--- config.mk ---
export PLATFORM = sky130hd
export DESIGN_NAME = register_file
export DESIGN_NICKNAME = d
export VERILOG_FILES = /design/src/cpu_pkg.sv /design/src/register_file.sv
export VERILOG_INCLUDE_DIRS = /design/src
export SDC_FILE = /design/constraint.sdc
export NUM_CORES = 1
export LEC_CHECK = 0
export ABC_AREA = 1
export BUFFER_PORTS_ARGS = -buffer_cell sky130_fd_sc_hd__buf_2
export CORE_ASPECT_RATIO = 0.7
export CORE_MARGIN = 3
export CORE_UTILIZATION = 25
export CTS_CLUSTER_SIZE = 12
export DETAILED_ROUTE_END_ITERATION = 10
export PLACE_DENSITY = 0.47
export SETUP_SLACK_MARGIN = 0.05
export SYNTH_ARGS = -nofsm -noshare
export SYNTH_HDL_FRONTEND = slang
export SYNTH_SLANG_ARGS = --single-unit
--- constraint.sdc ---
create_clock -name clock -period 3.25 [get_ports clock]
set_clock_uncertainty 0.2 [all_clocks]
set_input_delay 0.1625 -clock clock [delete_from_list [all_inputs] [get_ports clock]]
set_output_delay 0.1625 -clock clock [all_outputs]
set_load 0.03 [all_outputs]
--- src/cpu_consts.svh ---
`ifndef CPU_CONSTS_SVH
`define CPU_CONSTS_SVH

// datapath and register file
`define WORD_W      8
`define REG_COUNT   6
`define REG_AW      3

// program side
`define PC_W        8
`define PROG_DEPTH  256
`define INSTR_W     32

// data memory
`define RAM_AW      10
`define RAM_DEPTH   1024

////////////////////////////////////////////////////////////////////////////
// instruction word field positions from the top field down to the opcode
////////////////////////////////////////////////////////////////////////////
`define F_RAM_MSB   (`INSTR_W - 1)  // ram address [31:22]
`define F_RAM_LSB   22
`define F_IMM_LSB   14              // immediate / branch target [21:14]
`define F_OP1_LSB   11              // [13:11]
`define F_OP2_LSB   8               // [10:8]
`define F_OP3_LSB   5               // [7:5]
`define F_OPC_LSB   0               // [4:0]

`endif

--- src/cpu_pkg.sv ---
`include "cpu_consts.svh"

package cpu_pkg;

	typedef logic [`WORD_W-1:0] word_t;
	typedef logic [`REG_AW-1:0] reg_addr_t;
	typedef logic [`PC_W-1:0]   pc_t;
	typedef logic [`RAM_AW-1:0] ram_addr_t;

	// gaps in the numbering are unused codes
	typedef enum logic [`F_OP3_LSB-`F_OPC_LSB-1:0]
	{
		op_eop   = 5'd0,
		op_move  = 5'd1,
		op_ldi   = 5'd2,
		op_add   = 5'd3,
		op_sub   = 5'd4,
		op_and   = 5'd5,
		op_or    = 5'd6,
		op_shl   = 5'd7,
		op_shr   = 5'd9,
		op_store = 5'd10,
		op_cmp   = 5'd11,
		op_bc    = 5'd12,
		op_bg    = 5'd13,
		op_bl    = 5'd14,
		op_bz    = 5'd15,
		op_bs    = 5'd17,
		op_jmp   = 5'd18,
		op_load  = 5'd22
	} opcode_t;

	typedef struct packed
	{
		logic [`F_RAM_MSB-`F_RAM_LSB:0]   ram_addr;
		logic [`F_RAM_LSB-`F_IMM_LSB-1:0] imm;      // also the branch target
		logic [`F_IMM_LSB-`F_OP1_LSB-1:0] op1;
		logic [`F_OP1_LSB-`F_OP2_LSB-1:0] op2;
		logic [`F_OP2_LSB-`F_OP3_LSB-1:0] op3;
		opcode_t                          opcode;
	} instr_t;

	typedef struct packed
	{
		logic carry;
		logic greater;
		logic shift;
		logic zero;
	} flags_t;

	typedef enum logic [2:0]
	{
		alu_add, alu_sub, alu_and, alu_or, alu_shl, alu_shr, alu_cmp
	} alu_op_t;

endpackage

--- src/register_file.sv ---
`timescale 1ns/10ps
`include "cpu_consts.svh"

module register_file
(
	input  logic              clock,
	input  logic              reset,
	input  cpu_pkg::reg_addr_t rd_a_addr,
	input  cpu_pkg::reg_addr_t rd_b_addr,
	input  cpu_pkg::reg_addr_t wr_addr,
	input  logic              we,
	input  cpu_pkg::word_t     wr_data,
	output cpu_pkg::word_t     rd_a_data,
	output cpu_pkg::word_t     rd_b_data
);

	import cpu_pkg::*;

	word_t regs [`REG_COUNT];

	always_ff @(posedge clock)
	begin
		if (reset)
		begin
			for (int i = 0; i < `REG_COUNT; i++)
				regs[i] <= '0;
		end
		else if (we && (wr_addr < `REG_COUNT))
		begin
			regs[wr_addr] <= wr_data;
		end
	end

	// codes 6 and 7 have no register behind them
	always_comb
	begin
		rd_a_data = '0;
		rd_b_data = '0;
		if (rd_a_addr < `REG_COUNT)
			rd_a_data = regs[rd_a_addr];
		if (rd_b_addr < `REG_COUNT)
			rd_b_data = regs[rd_b_addr];
	end

	// a write to 6 or 7 means the program or decoder is wrong
	a_wr_addr_range: assert property (@(posedge clock) disable iff (reset)
		we |-> (wr_addr < `REG_COUNT))
	else
		$error("register_file: write to missing register %0d", wr_addr);

endmodule

==> results.sh <==
export IMPL_status="completed"
export IMPL_largest_register="regs"
export IMPL_cts_htree_levels=3
export IMPL_wl_met3_um=1020
export IMPL_layout_nets=557
export IMPL_synth_cell_types=20
export IMPL_grt_pass1_wl_um=17500
export IMPL_synthCells=489
export IMPL_num_vias=3242
export IMPL_overflow=0
export IMPL_cts_tree="built"
export IMPL_fin_util_pct=31.1
export IMPL_root_buffer="clkbuf_16"
export IMPL_drt_iter0_markers=186
export IMPL_fin_crit_sh_pct=64.6
export IMPL_cp_common_cell="nand2_1"
export IMPL_dr_pass1_iters=5
export IMPL_p_comb_share_pct=15.0
export IMPL_std_cell_rows=36
export IMPL_cpLargestDelayFamily="buffers and inverters"
export IMPL_crit_chain="buf_2, clkinv_1, nand3_1, nand2_1, nand2_1, nand2_1, buf_2"
export IMPL_max_freq_ghz=0.476
export IMPL_hold_viol_final=0
export IMPL_finalCriticalPeriod_ps=2100
export IMPL_synth_seq_cells=64
export IMPL_crit_buf_inv=3
export IMPL_gp_congestion=0.862
export IMPL_grt_pass1_vias=3143
export IMPL_grt_total_usage_pct=14.5
export IMPL_swShare_pct=26.0
export IMPL_postSynthAreaPerCell_um2=7.58
export IMPL_worstMarginPinSlew_ps=639
export IMPL_diodes=0
export IMPL_clkPwrFrac_pct=42.8
export IMPL_endpoint_kind="primary output"
export IMPL_place_area_um2=4110
export IMPL_maxSlewHeadroom_pct=57.4
export IMPL_power_frac_seq_pct=42.3
export IMPL_die_w_um=152
export IMPL_postRouteAntennaNets=0
export IMPL_vdd_ir_drop_max_v=0.000237
export IMPL_max_clock_path_buffers=2
export IMPL_m1WireLength_um=5670
export IMPL_power_internal_mw=1.72
export IMPL_cp_required_ps=2890
export IMPL_yosysWarnings=0
export IMPL_cts_resized=0
export IMPL_wl_met2_um=4450
export IMPL_setup_viol=0
export IMPL_die_h_um=108
export IMPL_arrival_ps=1740
export IMPL_path_max_fanout=18
export IMPL_worstSetupPathDepth=7
export IMPL_cts_made_buffers=9
export IMPL_design_area_um2=4410
export IMPL_rsz0062_at_grt="false"
export IMPL_maxSlewViolCount=0
export IMPL_max_cap_violations=0
export IMPL_total_power_mw=2.33
export IMPL_postCtsHoldBufs=0
export IMPL_critPathSlowestCell="clkinv_1"
export IMPL_viasPerCell=4.43
export IMPL_p_per_area_nw_per_um2=528
export IMPL_worstSetupPathType="primary input to primary output"
export IMPL_reg_top3="regs x64"
export IMPL_crit_start="rd_b_addr[1]"
export IMPL_die_area_um2=16400
export IMPL_pin_count=36
export IMPL_routed_top_layer="met4"
export IMPL_slowest_delay_ps=510
export IMPL_start_kind="primary input"
export IMPL_dp_hpwl_um=7620
export IMPL_drc_errors=0
export IMPL_drive_gt1_share_pct=11.6
export IMPL_syn_to_final_growth_pct=19.0
export IMPL_fill_cells=1553
export IMPL_wire_per_inst_um=15.5
export IMPL_endpoint="rd_b_data[5]"
export IMPL_cts_setup_buffers=0
export IMPL_grt_antenna_before_repair=0
export IMPL_hold_class="primary input to register"
export IMPL_leakage_nw=2.16
export IMPL_portBuffers=35
export IMPL_wirelength_um=11300
export IMPL_grt_max_degree=39
export IMPL_yosysSeqAreaShare_pct=51.8
export IMPL_power_switching_mw=0.606
export IMPL_core_area_um2=14200
export IMPL_path_clk_slew_ps=50
export IMPL_largest_register_ffs=64
export IMPL_netlist_area_um2=3710
export IMPL_tns_ps=0
export IMPL_clock_sinks=64
export IMPL_fin_hold_ws_ps=102
export IMPL_start_util_pct=26.1
-- how the worst min path moves through the flow --
stage | from | cells after the start | end
after detailed placement | wr_data[7] | 3 | regs[0][7]$_SDFFCE_PN0P_
final | wr_data[7] | 3 | regs[6][7]$_DFFE_PP_
after floorplan | wr_data[0] | 2 | regs[5][0]$_DFFE_PP_
after global placement | wr_data[6] | 3 | regs[5][6]$_DFFE_PP_
after global routing | wr_data[6] | 3 | regs[2][6]$_SDFFCE_PN0P_
after CTS | wr_data[7] | 3 | regs[2][7]$_SDFFCE_PN0P_
-- final cells by class --
cell class	instances	area (um2)	share of cell area, %
clock buffers	11	233	5.28
clock inverters	5	71.3	1.62
inverters	77	289	6.55
multi-input cells	346	1450	32.9
flip-flops and latches	64	1920	43.6
well taps	190	238	5.39
repair buffers	39	205	4.65
-- power by group through the flow --
stage	registers, mW	logic (mW)	clock network [mW]
after floorplan	0.994	0.242	0
after global placement	1.00	0.343	0
after detailed placement	1.00	0.345	0
after CTS	0.985	0.347	1.01
after global routing	0.990	0.389	1.05
final	0.985	0.349	0.996
-- synthesized netlist by cell type --
master    count  area share [%]
nand2_2       1            0.17
nand2_4       4             1.2
nand2_1     211              21
buf_2        11             1.5
o21a_1        1            0.20
conb_1        1            0.10
edfxtp_1     64              52
o21ai_1       1            0.13
nor2_2        2            0.34
nor2_1       43             4.4
clkinv_1      3            0.30
nand3b_4      1            0.54
nor2_4        1            0.30
inv_1        71             7.2
nand3_2       1            0.27
nand3_1      53             7.2
o21ai_0      10             1.4
buf_4         6             1.2
nand4_1       1            0.17
inv_2         3            0.30
-- metal layers --
layer | vias up | track usage [%]
li1 | 1599 | -
met1 | 1481 | 21.9
met2 | 141 | 19.7
met3 | 21 | 3.96
met4 | 0 | 4.55
met5 | - | 0
-- tightest hold or removal path, delay by kind of cell --
| kind | cells | cell delay [ps] |
|---|---|---|
| buffers and inverters | 2 | 210 |
| and+or+nand+nor | 1 | 140 |
-- cell families after synthesis --
group                  synth area share (%)
other                                 0.101
DFF                                    51.8
AOI/OAI and AO/OA                      1.69
and+or+nand+nor                        35.9
buffers and inverters                  10.5
-- per-stage QoR --
stage          instances  worst slack (ps)
3_3_place_gp         716              1210
3_5_place_dp         716              1220
5_1_grt              732              1030
4_1_cts              732              1220
2_1_floorplan        504              1810
6_report             732              1150
-- cells in the final DEF (no fill, tap or decap) --
cell type / synthesis / routed
o21a_1: 1 / 1
nand4_1: 1 / 1
edfxtp_1: 64 / 64
conb_1: 1 / 16
nand2_4: 4 / 4
clkbuf_1: 0 / 2
nor2_2: 2 / 2
nand3_2: 1 / 1
clkbuf_16: 0 / 9
inv_1: 71 / 71
inv_2: 3 / 3
nor2_4: 1 / 1
bufinv_16: 0 / 2
nand3b_4: 1 / 1
clkinv_1: 3 / 6
nand2_1: 211 / 211
buf_4: 6 / 4
buf_2: 11 / 35
nand3_1: 53 / 53
nand2_2: 1 / 1
nor2_1: 43 / 43
o21ai_1: 1 / 1
o21ai_0: 10 / 10
(Power assumes the default switching activity.)
