==> config.mk <==
export PLATFORM = sky130hd
export DESIGN_NAME = alu
export DESIGN_NICKNAME = d
export VERILOG_FILES = /design/src/cpu_pkg.sv /design/src/alu.sv
export VERILOG_INCLUDE_DIRS = /design/src
export SDC_FILE = /design/constraint.sdc
export NUM_CORES = 1
export LEC_CHECK = 0
export BUFFER_PORTS_ARGS = -buffer_cell sky130_fd_sc_hd__buf_2
export CAP_MARGIN = 20
export CORE_UTILIZATION = 35
export CTS_CLUSTER_DIAMETER = 100
export CTS_CLUSTER_SIZE = 16
export DETAILED_ROUTE_END_ITERATION = 7
export HOLD_SLACK_MARGIN = 0.05
export PLACE_DENSITY = 0.65
export SLEW_MARGIN = 20
export SYNTH_ARGS = -nofsm -noshare
export SYNTH_HDL_FRONTEND = slang
export SYNTH_SLANG_ARGS = --single-unit
export TNS_END_PERCENT = 100
==> constraint.sdc <==
create_clock -name clock -period 2.6 [get_ports clock]
set_input_delay 0.13 -clock clock [delete_from_list [all_inputs] [get_ports clock]]
set_output_delay 0.13 -clock clock [all_outputs]
set_load 0.01 [all_outputs]
==> src/cpu_consts.svh <==
`ifndef CPU_CONSTS_SVH
`define CPU_CONSTS_SVH

// datapath and register file
`define WORD_W      8
`define REG_COUNT   6
`define REG_AW      3

// program side
`define PC_W        8
`define PROG_DEPTH  256
`define INSTR_W     32

// data memory
`define RAM_AW      10
`define RAM_DEPTH   1024

////////////////////////////////////////////////////////////////////////////
// instruction word field positions from the top field down to the opcode
////////////////////////////////////////////////////////////////////////////
`define F_RAM_MSB   (`INSTR_W - 1)  // ram address [31:22]
`define F_RAM_LSB   22
`define F_IMM_LSB   14              // immediate / branch target [21:14]
`define F_OP1_LSB   11              // [13:11]
`define F_OP2_LSB   8               // [10:8]
`define F_OP3_LSB   5               // [7:5]
`define F_OPC_LSB   0               // [4:0]

`endif

==> src/cpu_pkg.sv <==
`include "cpu_consts.svh"

package cpu_pkg;

	typedef logic [`WORD_W-1:0] word_t;
	typedef logic [`REG_AW-1:0] reg_addr_t;
	typedef logic [`PC_W-1:0]   pc_t;
	typedef logic [`RAM_AW-1:0] ram_addr_t;

	// gaps in the numbering are unused codes
	typedef enum logic [`F_OP3_LSB-`F_OPC_LSB-1:0]
	{
		op_eop   = 5'd0,
		op_move  = 5'd1,
		op_ldi   = 5'd2,
		op_add   = 5'd3,
		op_sub   = 5'd4,
		op_and   = 5'd5,
		op_or    = 5'd6,
		op_shl   = 5'd7,
		op_shr   = 5'd9,
		op_store = 5'd10,
		op_cmp   = 5'd11,
		op_bc    = 5'd12,
		op_bg    = 5'd13,
		op_bl    = 5'd14,
		op_bz    = 5'd15,
		op_bs    = 5'd17,
		op_jmp   = 5'd18,
		op_load  = 5'd22
	} opcode_t;

	typedef struct packed
	{
		logic [`F_RAM_MSB-`F_RAM_LSB:0]   ram_addr;
		logic [`F_RAM_LSB-`F_IMM_LSB-1:0] imm;      // also the branch target
		logic [`F_IMM_LSB-`F_OP1_LSB-1:0] op1;
		logic [`F_OP1_LSB-`F_OP2_LSB-1:0] op2;
		logic [`F_OP2_LSB-`F_OP3_LSB-1:0] op3;
		opcode_t                          opcode;
	} instr_t;

	typedef struct packed
	{
		logic carry;
		logic greater;
		logic shift;
		logic zero;
	} flags_t;

	typedef enum logic [2:0]
	{
		alu_add, alu_sub, alu_and, alu_or, alu_shl, alu_shr, alu_cmp
	} alu_op_t;

endpackage

==> src/alu.sv <==
`timescale 1ns/10ps
`include "cpu_consts.svh"

module alu
(
	input  logic             clock,
	input  logic             reset,
	input  logic             start_clear,
	input  logic             alu_en,
	input  cpu_pkg::alu_op_t alu_op,
	input  cpu_pkg::word_t   a,
	input  cpu_pkg::word_t   b,
	output cpu_pkg::word_t   result,
	output cpu_pkg::flags_t  flags
);

	import cpu_pkg::*;

	logic [`WORD_W:0] sum;   // one extra bit for carry out
	logic [`WORD_W:0] diff;  // top bit is the borrow
	logic             res_zero;

	assign sum  = {1'b0, a} + {1'b0, b};
	assign diff = {1'b0, a} - {1'b0, b};

	always_comb
	begin
		case (alu_op)
			alu_add: result = sum[`WORD_W-1:0];
			alu_sub: result = diff[`WORD_W-1:0];
			alu_and: result = a & b;
			alu_or:  result = a | b;
			alu_shl: result = {a[`WORD_W-2:0], 1'b0};
			alu_shr: result = {1'b0, a[`WORD_W-1:1]};
			default: result = '0;     // cmp has no result
		endcase
	end

	assign res_zero = (result == '0);

	////////////////////////////////////////////////////////////////////////////
	// flag register where each op touches only the flags it owns
	////////////////////////////////////////////////////////////////////////////
	always_ff @(posedge clock)
	begin
		if (reset || start_clear)
		begin
			flags <= '0;
		end
		else if (alu_en)
		begin
			case (alu_op)
				alu_add:
				begin
					flags.carry <= sum[`WORD_W];
					flags.zero  <= res_zero;
				end
				alu_sub:
				begin
					flags.carry <= diff[`WORD_W];
					flags.zero  <= res_zero;
				end
				alu_shl:
				begin
					flags.shift <= a[`WORD_W-1];  // bit pushed out the top
					flags.zero  <= res_zero;
				end
				alu_shr:
				begin
					flags.shift <= a[0];
					flags.zero  <= res_zero;
				end
				alu_cmp:
				begin
					flags.greater <= (a > b);
					flags.zero    <= (a == b);
				end
				default:
				begin
					flags.zero <= res_zero;    // and, or
				end
			endcase
		end
	end

endmodule

==> impl_metrics.json, run 1 <==
{
  "std_cell_rows": 23,
  "maximum_number_of_pins_on_one_net_before_global_route_repair": 23,
  "finish.net_count": 275,
  "floorplan.die.height_um": 66.6,
  "post_cts_setup_buffers": 0,
  "avgViaCountPerCell": 5.53,
  "biggestRegsByFlops": "flags x4",
  "num_antenna_cells": 0,
  "static_power_due_to_leakage_uw": 0.000838,
  "cts_clk_pin_slew_worst_paths_ns": 0.04,
  "floorplan.initialDensity_pct": 36.5,
  "worstSetupEndpointType": "flip-flop",
  "grt_setup_unrepaired": "no",
  "clkLatencyLatePin_ns": 0.22,
  "number_of_global_route_vias_before_repair": 1377,
  "hold_removal_path_class": "in2reg",
  "drc": 0,
  "power_frac_comb_pct": 59.1,
  "postCtsResizedCells": 0,
  "register_bit_count_reported_by_yosys": 4,
  "number_of_antenna_violations_at_the_first_check_in_global_routing": 0,
  "routabilityCongestion": 0.847,
  "drv_cap": 0,
  "post-layout-total-power_uw": 486,
  "period_share_pct": 92.3,
  "grtUsageTotal_pct": 18.6,
  "synth_area_um2": 1460,
  "cts-root-to-sink-buffers": 2,
  "dp.final_hpwl_mm": 3.08,
  "timing.critical_path.buf_inv": 2,
  "hold_viol": 0,
  "drt-wirelength-per-cell_um": 13.9,
  "detail-route-antenna-nets": 0,
  "ff_latch_area_um2": 80.1,
  "synth_flop_cell": "sky130_fd_sc_hd__dfxtp_1",
  "power-per-cell-area_nw_per_um2": 292,
  "final_core_area_utilization_pct": 41.6,
  "numCtsBuffers": 3,
  "critical-path-slowest-cell": "sky130_fd_sc_hd__fa_1",
  "synth_seq_area_share_pct": 5.48,
  "drt_pre_antenna_iters": 4,
  "p_sw_uw": 206,
  "final-setup-viol-count": 0,
  "postCtsHoldBufs": 0,
  "slew-limit-headroom_pct": 55.6,
  "design.die.area_um2": 4440,
  "netlist.top_cell.by_area": "sky130_fd_sc_hd__ha_1",
  "totalNegativeSetupSlack_ns": 0,
  "boundaryPins": 35,
  "slowest_stage_delay_on_critical_path_ns": 0.40,
  "fin_hold_ws_ns": 0.0918,
  "clk_root_buffer_cell": "sky130_fd_sc_hd__clkbuf_8",
  "syn_inst": 192,
  "clock_sink_count": 4,
  "total_core_area_um2": 4000,
  "timing.clock.skew_ns": 0,
  "placed_cell_area_um2": 1620,
  "synthTopCellsByCount": "24 x sky130_fd_sc_hd__ha_1, 22 x sky130_fd_sc_hd__inv_1, 18 x sky130_fd_sc_hd__a21oi_1, 16 x sky130_fd_sc_hd__o21ai_0, 13 x sky130_fd_sc_hd__nor2_1",
  "port_buffers": 34,
  "synth_async_sr_flop_share_pct": 0,
  "seq_power_share_pct": 13.0,
  "timing_worst_slew_pin_value_ns": 0.661,
  "critical_path_peak_fanout": 3,
  "worst_ep_required_time_ns": 2.73,
  "ys.warnings.count": 0,
  "path_common_cell": "sky130_fd_sc_hd__or3_1",
  "number_of_fill_cells": 424,
  "synthesis.area_per_instance_um2": 7.61,
  "status": "finished, final reports clean",
  "drt-initial-drc-count": 118,
  "finish.instance_area_um2": 1670,
  "multi_input_area_um2": 1200,
  "internal_power_uw": 279,
  "synth.net_count": 241,
  "clock_tree_from_tritoncts": "done",
  "ctsHtreeMaxLevel": 1,
  "period_needed_ns": 2.40,
  "timing.critical_path.max_delay_family": "simple AND/OR/NAND/NOR gates",
  "die_w_um": 66.6,
  "cell_variety_after_synth": 55,
  "arrival_ns": 2.53,
  "final_layout_size_suffix_gt1_share_pct": 24.1,
  "finalMaxSlewViolations": 0,
  "syn2layout_area_growth_pct": 14.0,
  "vdd.ir_drop.worst_mv": 0.238,
  "grt_first_pass_wirelength_mm": 6.37,
  "cp-start-kind": "primary input",
  "critical_path.cell_chain": "buf_2, inv_1, ha_1, fa_1, xor2_1, nand3b_2, a21oi_2, or3_4, or3_1, or3_1, o41ai_2",
  "largest_register_ff_count": 4,
  "synth_top_cells_by_area": "sky130_fd_sc_hd__ha_1 21%, sky130_fd_sc_hd__a21oi_1 6.2%, sky130_fd_sc_hd__inv_1 5.7%",
  "synth.top_cell.area_share_pct": 20.5,
  "number_of_synthesized_flops_with_an_enable_pin": 0,
  "share_clk_of_total_power_pct": 27.9,
  "num_vias": 1516,
  "most_used_standard_cell_by_instance_count_after_synthesis": "sky130_fd_sc_hd__ha_1",
  "largest_register": "flags",
  "sw_frac_of_total_pct": 42.5,
  "path_class": "in2reg",
  "fmaxAchievable_mhz": 417,
  "globalRoute.totalOverflow": 0,
  "postRouteWirelength_mm": 3.80
}
==> worst paths after layout <==
check | depth (start not counted) | slack, ns | end | startpoint
setup / recovery | 11 | 0.20 | flags[0] | a[0]
hold / removal | 2 | 0.09 | flags[2] | start_clear
setup reg to reg | 3 | 1.70 | flags[0] | flags[0]
hold reg to reg | 2 | 0.56 | flags[2] | flags[2]
==> metrics by stage <==
stage,setup WS [ns],std cells
after CTS,0.193,274
after floorplan,0.221,192
after global routing,0.0681,274
after global placement,0.0371,271
after detailed placement,-0.0233,271
final,0.199,274
==> metal layers <==
| metal | GRT usage (%) | vias to the layer above | wire length (µm) |
|---|---|---|---|
| li1 | - | 760 | - |
| met1 | 26.1 | 715 | 1740 |
| met2 | 28.8 | 41 | 1830 |
| met3 | 3.77 | 0 | 231 |
| met4 | 3.72 | 0 | 0 |
| met5 | 0 | - | 0 |
==> cells by family (layout without fill, tap and decap cells) <==
| logic type | count (synthesis) | count (layout) | share of synthesized area [%] |
|---|---|---|---|
| AO/OA/AOI/OAI | 73 | 73 | 34.8 |
| flip-flops | 4 | 4 | 5.48 |
| AND/OR/NAND/NOR | 52 | 52 | 20.1 |
| adder cells (fa/ha/maj) | 26 | 26 | 23.3 |
| buffers and inverters | 31 | 63 | 12.5 |
| multiplexers | 2 | 2 | 1.37 |
| XOR/XNOR | 4 | 4 | 2.40 |
==> power groups by stage <==
stage,Clock [µW],Sequential (µW),Combinational (µW)
finish,135,63.2,287
global route,144,63.3,319
CTS,138,63.2,286
detailed placement,0,64.1,285
global placement,0,64.1,285
floorplan,0,64.6,204
==> area by class of cell <==
type,instances,share of cell area [%]
multi-input cells,157,72.0
inverters,22,4.96
well taps,50,3.76
clock buffers,3,2.48
flip-flops and latches,4,4.81
repair buffers,38,12.0
==> cells in the final DEF, fill, tap and decap left out, types with 3 or more instances in the layout <==
cell type / netlist / routed
sky130_fd_sc_hd__dfxtp_1: 4 / 4
sky130_fd_sc_hd__buf_4: 0 / 4
sky130_fd_sc_hd__o2111ai_1: 3 / 3
sky130_fd_sc_hd__buf_2: 0 / 34
sky130_fd_sc_hd__a21oi_1: 18 / 18
sky130_fd_sc_hd__o21bai_1: 3 / 3
sky130_fd_sc_hd__nor2_1: 13 / 13
sky130_fd_sc_hd__a211oi_1: 6 / 6
sky130_fd_sc_hd__inv_1: 22 / 22
sky130_fd_sc_hd__and3_1: 3 / 3
sky130_fd_sc_hd__clkbuf_8: 2 / 3
sky130_fd_sc_hd__nor4_1: 4 / 4
sky130_fd_sc_hd__ha_1: 24 / 24
sky130_fd_sc_hd__o21ai_0: 16 / 16
sky130_fd_sc_hd__nand2_1: 10 / 10
sky130_fd_sc_hd__or3_1: 4 / 4
Note: power is estimated with default switching activity, not from simulation.
==> run 2: changes to the inputs <==
CORE_UTILIZATION = 30   (was 35)
PLACE_DENSITY = 0.59   (was 0.65)
==> run 2 against run 1 <==
Net effect:
- count of clock-buffer cells in the layout did not move
- cell count rose by 1.8%
- non-clock buffer count rose by 1
- hold slack improved by 0.00073 ns
- register-to-register slack improved by 0.03 ns
- highest routed layer is now met4
- flip-flop and latch count did not move
==> impl_metrics.json, run 2 (synthesized netlist as in run 1, its figures left out) <==
{
  "power_frac_comb_pct": 59.6,
  "drt-initial-drc-count": 71,
  "design.die.area_um2": 5150,
  "dp.final_hpwl_mm": 3.19,
  "power-per-cell-area_nw_per_um2": 292,
  "critical_path.cell_chain": "buf_2, inv_1, ha_1, fa_1, xor2_1, nand3b_2, a21oi_2, or3_4, or3_1, or3_1, o41ai_2",
  "sw_frac_of_total_pct": 42.2,
  "grt_setup_unrepaired": "no",
  "worst_ep_required_time_ns": 2.72,
  "hold_removal_path_class": "in2reg",
  "numCtsBuffers": 3,
  "maximum_number_of_pins_on_one_net_before_global_route_repair": 22,
  "final-setup-viol-count": 0,
  "post_cts_setup_buffers": 0,
  "multi_input_area_um2": 1200,
  "clock_tree_from_tritoncts": "done",
  "postCtsHoldBufs": 0,
  "syn2layout_area_growth_pct": 14.8,
  "floorplan.die.height_um": 71.8,
  "seq_power_share_pct": 12.9,
  "final_core_area_utilization_pct": 35.8,
  "avgViaCountPerCell": 5.33,
  "grt_first_pass_wirelength_mm": 6.47,
  "vdd.ir_drop.worst_mv": 0.221,
  "slew-limit-headroom_pct": 52.3,
  "hold_viol": 0,
  "total_core_area_um2": 4690,
  "biggestRegsByFlops": "flags x4",
  "number_of_global_route_vias_before_repair": 1358,
  "most_common_cell_after_layout_fill_and_taps_aside": "sky130_fd_sc_hd__buf_2",
  "share_clk_of_total_power_pct": 27.4,
  "critical_path_peak_fanout": 3,
  "ctsHtreeMaxLevel": 1,
  "final_cell_mix": "34 x sky130_fd_sc_hd__buf_2, 24 x sky130_fd_sc_hd__ha_1, 22 x sky130_fd_sc_hd__inv_1",
  "status": "finished, final reports clean",
  "grtUsageTotal_pct": 15.8,
  "timing.clock.skew_ns": 0,
  "largest_register": "flags",
  "cp-start-kind": "primary input",
  "num_vias": 1488,
  "final_layout_size_suffix_gt1_share_pct": 24.4,
  "port_buffers": 34,
  "ff_latch_area_um2": 80.1,
  "num_antenna_cells": 0,
  "detail-route-antenna-nets": 0,
  "floorplan.initialDensity_pct": 31.1,
  "postCtsResizedCells": 0,
  "post-layout-total-power_uw": 489,
  "internal_power_uw": 283,
  "finish.net_count": 276,
  "arrival_ns": 2.52,
  "finalMaxSlewViolations": 0,
  "static_power_due_to_leakage_uw": 0.000843,
  "worstSetupEndpointType": "flip-flop",
  "number_of_fill_cells": 526,
  "std_cell_rows": 25,
  "critical-path-slowest-cell": "sky130_fd_sc_hd__fa_1",
  "drv_cap": 0,
  "p_sw_uw": 206,
  "drt_pre_antenna_iters": 4,
  "fmaxAchievable_mhz": 417,
  "largest_register_ff_count": 4,
  "drc": 0,
  "boundaryPins": 35,
  "routabilityCongestion": 0.849,
  "path_class": "in2reg",
  "period_needed_ns": 2.40,
  "postLayoutSetupSlackWorst_ns": 0.200,
  "number_of_antenna_violations_at_the_first_check_in_global_routing": 0,
  "drt-wirelength-per-cell_um": 14.2,
  "postRouteWirelength_mm": 3.95,
  "slowest_stage_delay_on_critical_path_ns": 0.40,
  "path_common_cell": "sky130_fd_sc_hd__or3_1",
  "dp_slack_ns": -0.0378,
  "clk_root_buffer_cell": "sky130_fd_sc_hd__clkbuf_8",
  "timing_worst_slew_pin_value_ns": 0.710,
  "clkLatencyLatePin_ns": 0.22,
  "globalRoute.totalOverflow": 0,
  "die_w_um": 71.8,
  "cts-root-to-sink-buffers": 2,
  "clock_sink_count": 4,
  "period_share_pct": 92.3,
  "cts_clk_pin_slew_worst_paths_ns": 0.04
}
## run 2: final cells by class
cell class                 instances  share of cell area (%)
multi-input combinational        157                    71.4
timing repair buffer              39                    12.4
inverter                          22                    4.92
sequential                         4                    4.77
tap                               54                    4.03
clock buffer                       3                    2.46
## run 2: metrics by stage
step / instances / area (µm²) / setup TNS (ns) / hold WS (ns)
floorplan: 192 / 1460 / 0 / 0.207
global placement: 276 / 1640 / 0 / 0.312
detailed placement: 276 / 1640 / -0.0378 / 0.317
CTS: 279 / 1680 / 0 / 0.0894
global route: 279 / 1680 / 0 / 0.0898
finish: 279 / 1680 / 0 / 0.0925
## run 2: worst paths after layout
kind,startpoint,depth (start not counted),slack [ns],to
setup reg to reg,flags[0],3,1.73,flags[0]
hold reg to reg,flags[2],2,0.58,flags[2]
setup / recovery,a[0],11,0.20,flags[0]
hold / removal,reset,2,0.09,flags[2]
## run 2: power by group through the flow
| stage | logic, µW | clock network, µW | registers, µW |
|---|---|---|---|
| 2_1_floorplan | 204 | 0 | 64.6 |
| 3_3_place_gp | 291 | 0 | 64.1 |
| 3_5_place_dp | 291 | 0 | 64.1 |
| 4_1_cts | 292 | 138 | 63.2 |
| 5_1_grt | 324 | 144 | 63.3 |
| 6_report | 292 | 134 | 63.2 |
## run 2: worst max-delay path, delay by kind of cell
| kind | cells | cell delay (ns) |
|---|---|---|
| AND/OR/NAND/NOR | 4 | 1.18 |
| adder cells (fa/ha/maj) | 2 | 0.63 |
| AO/OA/AOI/OAI | 2 | 0.26 |
| XOR/XNOR | 1 | 0.17 |
| buffers and inverters | 2 | 0.17 |
## run 2: routing by layer
metal  up-vias  global-route usage, %  share of wire (%)
li1        763                      -                  -
met1       672                   21.5                 47
met2        49                   26.3                 46
met3         4                   2.95                5.8
met4         0                   2.40                1.0
met5         -                      0                  0
