`config.mk`:
```
export PLATFORM = sky130hd
export DESIGN_NAME = sequencer
export DESIGN_NICKNAME = d
export VERILOG_FILES = /design/src/cpu_pkg.sv /design/src/sequencer.sv
export VERILOG_INCLUDE_DIRS = /design/src
export SDC_FILE = /design/constraint.sdc
export NUM_CORES = 1
export LEC_CHECK = 0
export BUFFER_PORTS_ARGS = -buffer_cell sky130_fd_sc_hd__buf_2
export CAP_MARGIN = 5
export CELL_PAD_IN_SITES_DETAIL_PLACEMENT = 1
export CELL_PAD_IN_SITES_GLOBAL_PLACEMENT = 2
export CORE_UTILIZATION = 20
export CTS_BUF_LIST = sky130_fd_sc_hd__clkbuf_8
export DETAILED_ROUTE_END_ITERATION = 16
export GPL_ROUTABILITY_DRIVEN = 0
export PLACE_DENSITY = 0.83
export RECOVER_POWER = 50
export SETUP_SLACK_MARGIN = 0.5
export SYNTH_ARGS = -nofsm -noshare
export SYNTH_HDL_FRONTEND = slang
export SYNTH_SLANG_ARGS = --single-unit
```
`constraint.sdc`:
```
create_clock -name clock -period 2.4 [get_ports clock]
set_input_delay 0.48 -clock clock [delete_from_list [all_inputs] [get_ports clock]]
set_output_delay 0.48 -clock clock [all_outputs]
set_load 0.02 [all_outputs]
```
`src/cpu_consts.svh`:
```
`ifndef CPU_CONSTS_SVH
`define CPU_CONSTS_SVH

// datapath and register file
`define WORD_W      8
`define REG_COUNT   6
`define REG_AW      3

// program side
`define PC_W        8
`define PROG_DEPTH  256
`define INSTR_W     32

// data memory
`define RAM_AW      10
`define RAM_DEPTH   1024

////////////////////////////////////////////////////////////////////////////
// instruction word field positions from the top field down to the opcode
////////////////////////////////////////////////////////////////////////////
`define F_RAM_MSB   (`INSTR_W - 1)  // ram address [31:22]
`define F_RAM_LSB   22
`define F_IMM_LSB   14              // immediate / branch target [21:14]
`define F_OP1_LSB   11              // [13:11]
`define F_OP2_LSB   8               // [10:8]
`define F_OP3_LSB   5               // [7:5]
`define F_OPC_LSB   0               // [4:0]

`endif

```
`src/cpu_pkg.sv`:
```
`include "cpu_consts.svh"

package cpu_pkg;

	typedef logic [`WORD_W-1:0] word_t;
	typedef logic [`REG_AW-1:0] reg_addr_t;
	typedef logic [`PC_W-1:0]   pc_t;
	typedef logic [`RAM_AW-1:0] ram_addr_t;

	// gaps in the numbering are unused codes
	typedef enum logic [`F_OP3_LSB-`F_OPC_LSB-1:0]
	{
		op_eop   = 5'd0,
		op_move  = 5'd1,
		op_ldi   = 5'd2,
		op_add   = 5'd3,
		op_sub   = 5'd4,
		op_and   = 5'd5,
		op_or    = 5'd6,
		op_shl   = 5'd7,
		op_shr   = 5'd9,
		op_store = 5'd10,
		op_cmp   = 5'd11,
		op_bc    = 5'd12,
		op_bg    = 5'd13,
		op_bl    = 5'd14,
		op_bz    = 5'd15,
		op_bs    = 5'd17,
		op_jmp   = 5'd18,
		op_load  = 5'd22
	} opcode_t;

	typedef struct packed
	{
		logic [`F_RAM_MSB-`F_RAM_LSB:0]   ram_addr;
		logic [`F_RAM_LSB-`F_IMM_LSB-1:0] imm;      // also the branch target
		logic [`F_IMM_LSB-`F_OP1_LSB-1:0] op1;
		logic [`F_OP1_LSB-`F_OP2_LSB-1:0] op2;
		logic [`F_OP2_LSB-`F_OP3_LSB-1:0] op3;
		opcode_t                          opcode;
	} instr_t;

	typedef struct packed
	{
		logic carry;
		logic greater;
		logic shift;
		logic zero;
	} flags_t;

	typedef enum logic [2:0]
	{
		alu_add, alu_sub, alu_and, alu_or, alu_shl, alu_shr, alu_cmp
	} alu_op_t;

endpackage

```
`src/sequencer.sv`:
```
`timescale 1ns/10ps

module sequencer
(
	input  logic               clock,
	input  logic               reset,
	input  logic               start,
	input  cpu_pkg::instr_t    instr,
	input  cpu_pkg::flags_t    flags,
	input  cpu_pkg::word_t     rd_a_data,
	input  cpu_pkg::word_t     alu_result,
	input  cpu_pkg::word_t     ram_rdata,
	output logic               busy,
	output logic               halted,
	output cpu_pkg::pc_t       pc,
	output cpu_pkg::reg_addr_t rd_a_addr,
	output cpu_pkg::reg_addr_t rd_b_addr,
	output cpu_pkg::reg_addr_t wr_addr,
	output logic               rf_we,
	output cpu_pkg::word_t     wr_data,
	output logic               alu_en,
	output cpu_pkg::alu_op_t   alu_op,
	output logic               start_clear,
	output cpu_pkg::ram_addr_t ram_addr,
	output logic               ram_we,
	output cpu_pkg::word_t     ram_wdata
);

	import cpu_pkg::*;

	typedef enum logic [1:0] {st_idle, st_fetch, st_execute, st_load_wait} state_t;

	state_t state;
	logic   take_branch;
	logic   op_valid;

	assign busy        = (state != st_idle);
	assign halted      = (state == st_idle);
	assign start_clear = (state == st_idle) && start;  // flags clear with the pc

	// operand fields go straight to the register file and data memory
	assign rd_a_addr = instr.op1;
	assign rd_b_addr = instr.op2;
	assign ram_addr  = instr.ram_addr;
	assign ram_wdata = rd_a_data;

	////////////////////////////////////////////////////////////////////////////
	// decode acts only in execute and load_wait
	////////////////////////////////////////////////////////////////////////////
	always_comb
	begin
		alu_op      = alu_add;
		alu_en      = 1'b0;
		rf_we       = 1'b0;
		wr_addr     = instr.op3;
		wr_data     = alu_result;
		ram_we      = 1'b0;
		take_branch = 1'b0;
		op_valid    = 1'b1;
		if (state == st_execute)
		begin
			case (instr.opcode)
				op_add, op_sub, op_and, op_or:
				begin
					alu_en = 1'b1;
					rf_we  = 1'b1;               // result to op3
					case (instr.opcode)
						op_sub:  alu_op = alu_sub;
						op_and:  alu_op = alu_and;
						op_or:   alu_op = alu_or;
						default: alu_op = alu_add;
					endcase
				end
				op_shl, op_shr:
				begin
					alu_op  = (instr.opcode == op_shl) ? alu_shl : alu_shr;
					alu_en  = 1'b1;
					rf_we   = 1'b1;
					wr_addr = instr.op1;         // shifts work in place
				end
				op_cmp:
				begin
					alu_op = alu_cmp;
					alu_en = 1'b1;
				end
				op_move:
				begin
					rf_we   = 1'b1;
					wr_addr = instr.op2;
					wr_data = rd_a_data;
				end
				op_ldi:
				begin
					rf_we   = 1'b1;
					wr_addr = instr.op1;
					wr_data = instr.imm;
				end
				op_store: ram_we = 1'b1;
				op_bc:    take_branch = flags.carry;
				op_bg:    take_branch = flags.greater;
				op_bl:    take_branch = !flags.greater && !flags.zero;
				op_bz:    take_branch = flags.zero;
				op_bs:    take_branch = flags.shift;
				op_jmp:   take_branch = 1'b1;
				op_eop, op_load:
				begin
					op_valid = 1'b1;             // handled by the state machine
				end
				default:  op_valid = 1'b0;      // runs as a no-op
			endcase
		end
		else if (state == st_load_wait)
		begin
			rf_we   = 1'b1;                      // ram data is now valid
			wr_addr = instr.op1;
			wr_data = ram_rdata;
		end
	end

	////////////////////////////////////////////////////////////////////////////
	// state machine and program counter
	////////////////////////////////////////////////////////////////////////////
	always_ff @(posedge clock)
	begin
		if (reset)
		begin
			state <= st_idle;
			pc    <= '0;
		end
		else
		begin
			case (state)
				st_idle:
				begin
					if (start)
					begin
						state <= st_fetch;
						pc    <= '0;
					end
				end
				st_fetch:
				begin
					state <= st_execute;         // instr valid next cycle
				end
				st_execute:
				begin
					if (instr.opcode == op_eop)
					begin
						state <= st_idle;
					end
					else if (instr.opcode == op_load)
					begin
						state <= st_load_wait;    // pc held so instr stays put
					end
					else
					begin
						state <= st_fetch;
						pc    <= take_branch ? instr.imm : pc + 1'b1;  // wraps at 255
					end
				end
				default:
				begin
					state <= st_fetch;
					pc    <= pc + 1'b1;
				end
			endcase
		end
	end

	// host may only start a halted core
	a_start_when_halted: assert property (@(posedge clock) disable iff (reset)
		busy |-> !start)
	else
		$error("sequencer: start raised while busy");

	// program memory content reaching execute must decode
	a_known_opcode: assert property (@(posedge clock) disable iff (reset)
		(state == st_execute) |-> op_valid)
	else
		$error("sequencer: undefined opcode %0d at pc %0d", instr.opcode, pc);

endmodule

```
==> flow_metrics.env, run 1 <==
export IMPL_syn_nets=286
export IMPL_diodes=0
export IMPL_synthTopCellsByCount="buf_4, a21oi_1, nand3_1, nor2b_1, nor2_1"
export IMPL_grt_pass1_vias=2026
export IMPL_hold_viol_final=0
export IMPL_synthCells=218
export IMPL_rsz0062_at_grt="yes"
export IMPL_dp_cells=392
export IMPL_crit_required_ns=1.92
export IMPL_utilization_pct=30.6
export IMPL_rows=32
export IMPL_overflow=0
export IMPL_end_kind="output pin"
export IMPL_yosys_area_top_type="dfxtp_1"
export IMPL_hpwl_microns=4780
export IMPL_synth_seq_cells=10
export IMPL_layout_nets=368
export IMPL_wl_per_cell_microns=15.2
export IMPL_drive_above_1_share_pct=46.0
export IMPL_grt_max_degree=32
export IMPL_power_total_mw=0.828
export IMPL_final_instance_count_excl_fill=400
export IMPL_cts_inserted_buffers=3
export IMPL_avgSynthCellArea_sq_um=7.27
export IMPL_critPathMaxFanout=6
export IMPL_io_buffer_count=94
export IMPL_antenna_found_initial=0
export IMPL_core_area_sq_um=7690
export IMPL_p_per_area_nw_per_um2=352
export IMPL_cts_tree="built"
export IMPL_synth_top_area_share_pct=12.6
export IMPL_drc=0
export IMPL_chipWidth_microns=91.0
export IMPL_vias=1986
export IMPL_area_growth_syn_to_layout_pct=48.5
export IMPL_synth_seq_area_share_pct=12.6
export IMPL_start_util_pct=20.6
export IMPL_synth_edf_count=0
export IMPL_grt_usage_pct=14.2
export IMPL_worstHoldPathType="input port to flip-flop"
export IMPL_ir_drop_v=0.000140
export IMPL_finalCritPeriodShare_pct=92.0
export IMPL_yosysMostFrequentCell="buf_4"
export IMPL_final_setup_viol_count=0
export IMPL_grt_pass1_wl_microns=9760
export IMPL_drv_cap=0
export IMPL_critPathLaunchType="input port"
export IMPL_insertion_delay_ns=0.23
export IMPL_synthArstFlopShare_pct=0
export IMPL_ys_types=49
export IMPL_synth_area_leaders="dfxtp_1, buf_4, a21oi_1"
export IMPL_period_minus_slack_ns=2.21
export IMPL_mappedNetlistArea_sq_um=1590
export IMPL_max_clock_path_buffers=2
export IMPL_fmax_ghz=0.453
export IMPL_status="finished clean"
export IMPL_die_area_sq_um=8290
export IMPL_io_pin_count=115
export IMPL_yosys_warnings=0
export IMPL_first_iter_violations=122
export IMPL_fin_skew_ns=0.000562
export IMPL_critical_path_class="input port to output pin"
export IMPL_finalWorstSetupSlack_ns=0.191
export IMPL_fill_cells=986
export IMPL_synthFlopType="dfxtp_1"
export IMPL_cts_root_buf="clkbuf_8"
export IMPL_place_ws_ns=-0.0602
export IMPL_slew_viol_final=0
export IMPL_fin_tns_setup_ns=0
export IMPL_wl_microns=6080
export IMPL_cts_reportedPaths_clkPinSlew_ns=0.05
export IMPL_p_leak_nw=0.963
export IMPL_arrival_ns=1.73
export IMPL_cts_htree_levels=1
export IMPL_vias_per_cell=4.97
export IMPL_die_h_microns=91.0
export IMPL_ant_nets=0
export IMPL_clock_sinks=10
export IMPL_slew_headroom_pct=66.2
export IMPL_worst_slew_pin_slew_ns=0.502
export IMPL_first_pass_iters=5
-- path summary, 6_finish.rpt --
kind | depth (start not counted) | end | start | slack (ns)
setup reg to reg | 7 | pc[3] | state[1] | 0.61
hold / removal | 2 | state[1] | reset | 0.44
hold reg to reg | 2 | state[0] | state[0] | 0.51
setup / recovery | 7 | wr_addr[0] | instr[0] | 0.19
-- flip-flops by register name (all words and copies together) (netlist names) --
| register | count |
|---|---|
| state | 2 |
| pc | 8 |
-- cell usage in the layout, fill, tap and decap left out, drive strengths merged, types with 5 or more instances in the layout --
master,netlist,routed
a211oi,10,10
a21oi,22,22
a222oi,8,8
a31oi,7,7
buf,30,91
clkbuf,5,24
dfxtp,10,10
ha,5,5
inv,7,6
nand2,9,9
nand3,18,18
nor2,13,13
nor2b,14,14
nor3,5,5
o21ai,12,12
-- logic make-up (layout without fill, tap and decap cells) --
family | after synthesis | in the layout | share of synthesized area [%]
compound gates | 76 | 76 | 33.7
flops | 10 | 10 | 12.6
buf+inv | 42 | 122 | 16.4
mux | 4 | 4 | 2.53
simple gates | 76 | 76 | 28.0
fa+ha+maj | 5 | 5 | 3.95
xor+xnor | 5 | 5 | 2.76
-- what timing repair did --
item / CTS / global route
gates resized for setup: 26 / 25
setup buffers: 2 / 3
hold buffers: 0 / 0
setup endpoints to repair: 19 / 21
pin swaps: 9 / 4
-- layer usage --
layer	up-vias	GRT usage, %	routed length, microns
li1	963	-	-
met1	954	18.0	2720
met2	64	25.9	3060
met3	5	1.59	267
met4	0	2.12	28
met5	-	0	0
-- where the power goes --
part           internal [mW]  switching (mW)  total (mW)
combinational          0.185           0.258       0.443
clock                  0.110          0.0627       0.172
sequential             0.186          0.0279       0.213
total                  0.480           0.349       0.828
-- through the flow --
stage	cell area, sq um	hold slack, ns
after CTS	2280	0.432
after global routing	2350	0.443
after global placement	2140	0.486
final	2350	0.435
after floorplan	1690	0.459
after detailed placement	2140	0.495
-- critical path, stage by stage --
cell      delay (ns)
buf_12          0.11
or3b_4          0.42
a21oi_2         0.16
o21ba_4         0.19
a221oi_2        0.08
a22oi_2         0.14
buf_6           0.14
-- cell type report --
type                       count  area [sq um]  share of cell area (%)
clock buffer                   3          41.3                    1.75
inverter                       7          30.0                    1.28
multi-input combinational    166          1290                    54.8
sequential                    10           200                    8.51
tap                          102           128                    5.42
timing repair buffer         112           664                    28.2
Power figures use the tool's default switching activity.
==> inputs of run 2 (changes only) <==
--- a/config.mk
+++ b/config.mk
@@ -9,14 +9,15 @@
 export BUFFER_PORTS_ARGS = -buffer_cell sky130_fd_sc_hd__buf_2
 export CAP_MARGIN = 5
 export CELL_PAD_IN_SITES_DETAIL_PLACEMENT = 1
-export CELL_PAD_IN_SITES_GLOBAL_PLACEMENT = 2
-export CORE_UTILIZATION = 20
+export CELL_PAD_IN_SITES_GLOBAL_PLACEMENT = 1
+export CORE_UTILIZATION = 25
 export CTS_BUF_LIST = sky130_fd_sc_hd__clkbuf_8
 export DETAILED_ROUTE_END_ITERATION = 16
 export GPL_ROUTABILITY_DRIVEN = 0
-export PLACE_DENSITY = 0.83
+export PLACE_DENSITY = 0.81
 export RECOVER_POWER = 50
 export SETUP_SLACK_MARGIN = 0.5
+export SLEW_MARGIN = 20
 export SYNTH_ARGS = -nofsm -noshare
 export SYNTH_HDL_FRONTEND = slang
 export SYNTH_SLANG_ARGS = --single-unit
==> constraint.sdc (replaced) <==
create_clock -name clock -period 1.92 [get_ports clock]
set_input_delay 0.384 -clock clock [delete_from_list [all_inputs] [get_ports clock]]
set_output_delay 0.384 -clock clock [all_outputs]
set_load 0.02 [all_outputs]
==> run 2 against run 1 <==
  * Register-to-register slack worse by 0.58 ns
  * Die area down 20%
  * The run now ends with setup timing left
  * Critical endpoint unchanged
  * Wire length up 25%
  * Largest power group unchanged
==> flow_metrics.env, run 2 (synthesis results as in run 1) <==
export IMPL_status="finished, violations left"
export IMPL_violations="setup timing"
export IMPL_slew_viol_final=0
export IMPL_cts_tree="built"
export IMPL_io_buffer_count=94
export IMPL_layout_common_cells="buf_2, buf_4, buf_6"
export IMPL_first_iter_violations=134
export IMPL_io_pin_count=115
export IMPL_hpwl_microns=5090
export IMPL_core_area_sq_um=6030
export IMPL_intPower_mw=0.741
export IMPL_antenna_found_initial=0
export IMPL_arrival_ns=1.64
export IMPL_power_frac_comb_pct=56.7
export IMPL_grt_usage_pct=21.1
export IMPL_drc=0
export IMPL_reg2regPathDepth=9
export IMPL_die_area_sq_um=6660
export IMPL_p_leak_nw=1.20
export IMPL_die_h_microns=81.6
export IMPL_holdBufCountCts=0
export IMPL_start_util_pct=26.3
export IMPL_p_sw_share_pct=41.3
export IMPL_area_growth_syn_to_layout_pct=79.6
export IMPL_top_regs="pc: 8 flops, state: 2 flops"
export IMPL_fin_skew_ns=0.00440
export IMPL_rsz0062_at_grt="yes"
export IMPL_p_switching_mw=0.520
export IMPL_diodes=0
export IMPL_largest_reg_flops=8
export IMPL_rows=28
export IMPL_final_setup_viol_count=11
export IMPL_holdPathEnd="state[1]"
export IMPL_cts_inserted_buffers=3
export IMPL_critPathMaxFanout=5
export IMPL_max_clock_path_buffers=2
export IMPL_hold_viol_final=0
export IMPL_r2r_end="pc[0]"
export IMPL_crit_required_ns=1.54
export IMPL_worstReg2RegStart="state[0]"
export IMPL_reg2reg_slack_ns=0.03
export IMPL_layout_commonest_cell="buf_2"
export IMPL_vias_per_cell=5.48
export IMPL_hold_ws_ns=0.360
export IMPL_fill_cells=733
export IMPL_layout_nets=393
export IMPL_slowest_delay_ns=0.28
export IMPL_finalWorstSetupSlack_ns=-0.101
export IMPL_worstPathCellList="buf_2 > nor2b_2 > and3_1 > o21ba_4 > a221oi_2 > a22oi_2 > buf_6"
export IMPL_grt_pass1_vias=2277
export IMPL_wl_microns=7610
export IMPL_ir_drop_v=0.000275
export IMPL_drv_cap=0
export IMPL_seqCellArea_sq_um=208
export IMPL_postPlaceCellArea_sq_um=2260
export IMPL_worstHoldPathType="input port to flip-flop"
export IMPL_finalCritPeriodShare_pct=105
export IMPL_fmax_ghz=0.495
export IMPL_critical_path_top_delay_family="compound AO/OA/AOI/OAI gates"
export IMPL_critPathSlowestCell="a221oi_2"
export IMPL_clock_sinks=10
export IMPL_clockPowerShare_pct=21.8
export IMPL_wl_per_cell_microns=19.1
export IMPL_worst_slew_pin_slew_ns=0.468
export IMPL_vias=2186
export IMPL_insertion_delay_ns=0.24
export IMPL_cts_reportedPaths_clkPinSlew_ns=0.05
export IMPL_largest_register="pc"
export IMPL_grt_pass1_wl_microns=10800
export IMPL_period_minus_slack_ns=2.02
export IMPL_critical_path_class="input port to output pin"
export IMPL_drive_above_1_share_pct=60.2
export IMPL_final_instance_count_excl_fill=399
export IMPL_critPathBufInv=2
export IMPL_slew_headroom_pct=68.7
export IMPL_finish_instance_area_sq_um=2850
export IMPL_multi_input_area_sq_um=1460
export IMPL_p_per_area_nw_per_um2=443
export IMPL_chipWidth_microns=81.6
export IMPL_cts_htree_levels=1
export IMPL_grt_max_degree=34
export IMPL_dp_cells=379
export IMPL_holdPathStages=2
export IMPL_overflow=0
export IMPL_p_seq_share_pct=21.5
export IMPL_end_kind="output pin"
export IMPL_first_pass_iters=5
export IMPL_min_from="reset"
export IMPL_place_ws_ns=-0.282
export IMPL_ant_nets=0
export IMPL_cts_root_buf="clkbuf_8"
export IMPL_critPathLaunchType="input port"
-- run 2: changes by cell type in the layout (fill, tap and decap cells not counted), moves of 3 or more --
cell,delta
clkbuf_1,-7
buf_4,+11
a211oi_1,-6
a211oi_2,+6
nor2_4,+4
o21ai_2,+3
buf_6,+20
o21ai_1,-3
-- run 2: what timing repair did --
action	CTS	global route
buffers inserted	10	3
setup endpoints to repair	29	30
pin swaps	14	6
gates resized for setup	80	33
cloned	0	3
-- run 2: final cells by class --
| type | instances | share of cell area (%) |
|---|---|---|
| inverter | 7 | 1.23 |
| clock buffer | 4 | 1.93 |
| timing repair buffer | 137 | 35.0 |
| sequential | 10 | 7.30 |
| tap | 75 | 3.30 |
| multi-input combinational | 166 | 51.3 |
-- run 2: power by group through the flow --
| stage | clock [mW] | sequential, mW | combinational (mW) |
|---|---|---|---|
| floorplan | 0 | 0.286 | 0.352 |
| global placement | 0 | 0.267 | 0.524 |
| detailed placement | 0 | 0.269 | 0.541 |
| CTS | 0.279 | 0.271 | 0.660 |
| global route | 0.285 | 0.276 | 0.767 |
| finish | 0.275 | 0.272 | 0.714 |
-- run 2: metal layers --
layer	up-vias	GRT usage (%)	part of all wire, %
met2	73	40.3	55
met5	-	0	0
met3	20	2.00	4.3
met4	0	10.9	2.6
li1	1016	-	-
met1	1077	22.8	38
-- run 2: metrics by stage --
stage | TNS (ns) | util, % | total power, mW
final | -0.789 | 47.2 | 1.26
after global routing | -1.53 | 47.2 | 1.33
after CTS | -0.853 | 44.2 | 1.21
after detailed placement | -3.06 | 37.5 | 0.809
after global placement | -2.43 | 37.5 | 0.791
after floorplan | -0.0978 | - | 0.638
-- run 2: how the worst max path moves through the flow --
stage,startpoint,to,slack [ns],depth (start not counted)
after global routing,instr[0],wr_addr[0],-0.16,7
after CTS,instr[0],wr_addr[0],-0.10,7
final,instr[2],wr_addr[0],-0.10,7
after detailed placement,instr[0],wr_data[0],-0.28,7
after floorplan,instr[2],wr_addr[0],-0.03,6
after global placement,instr[1],wr_data[4],-0.22,6
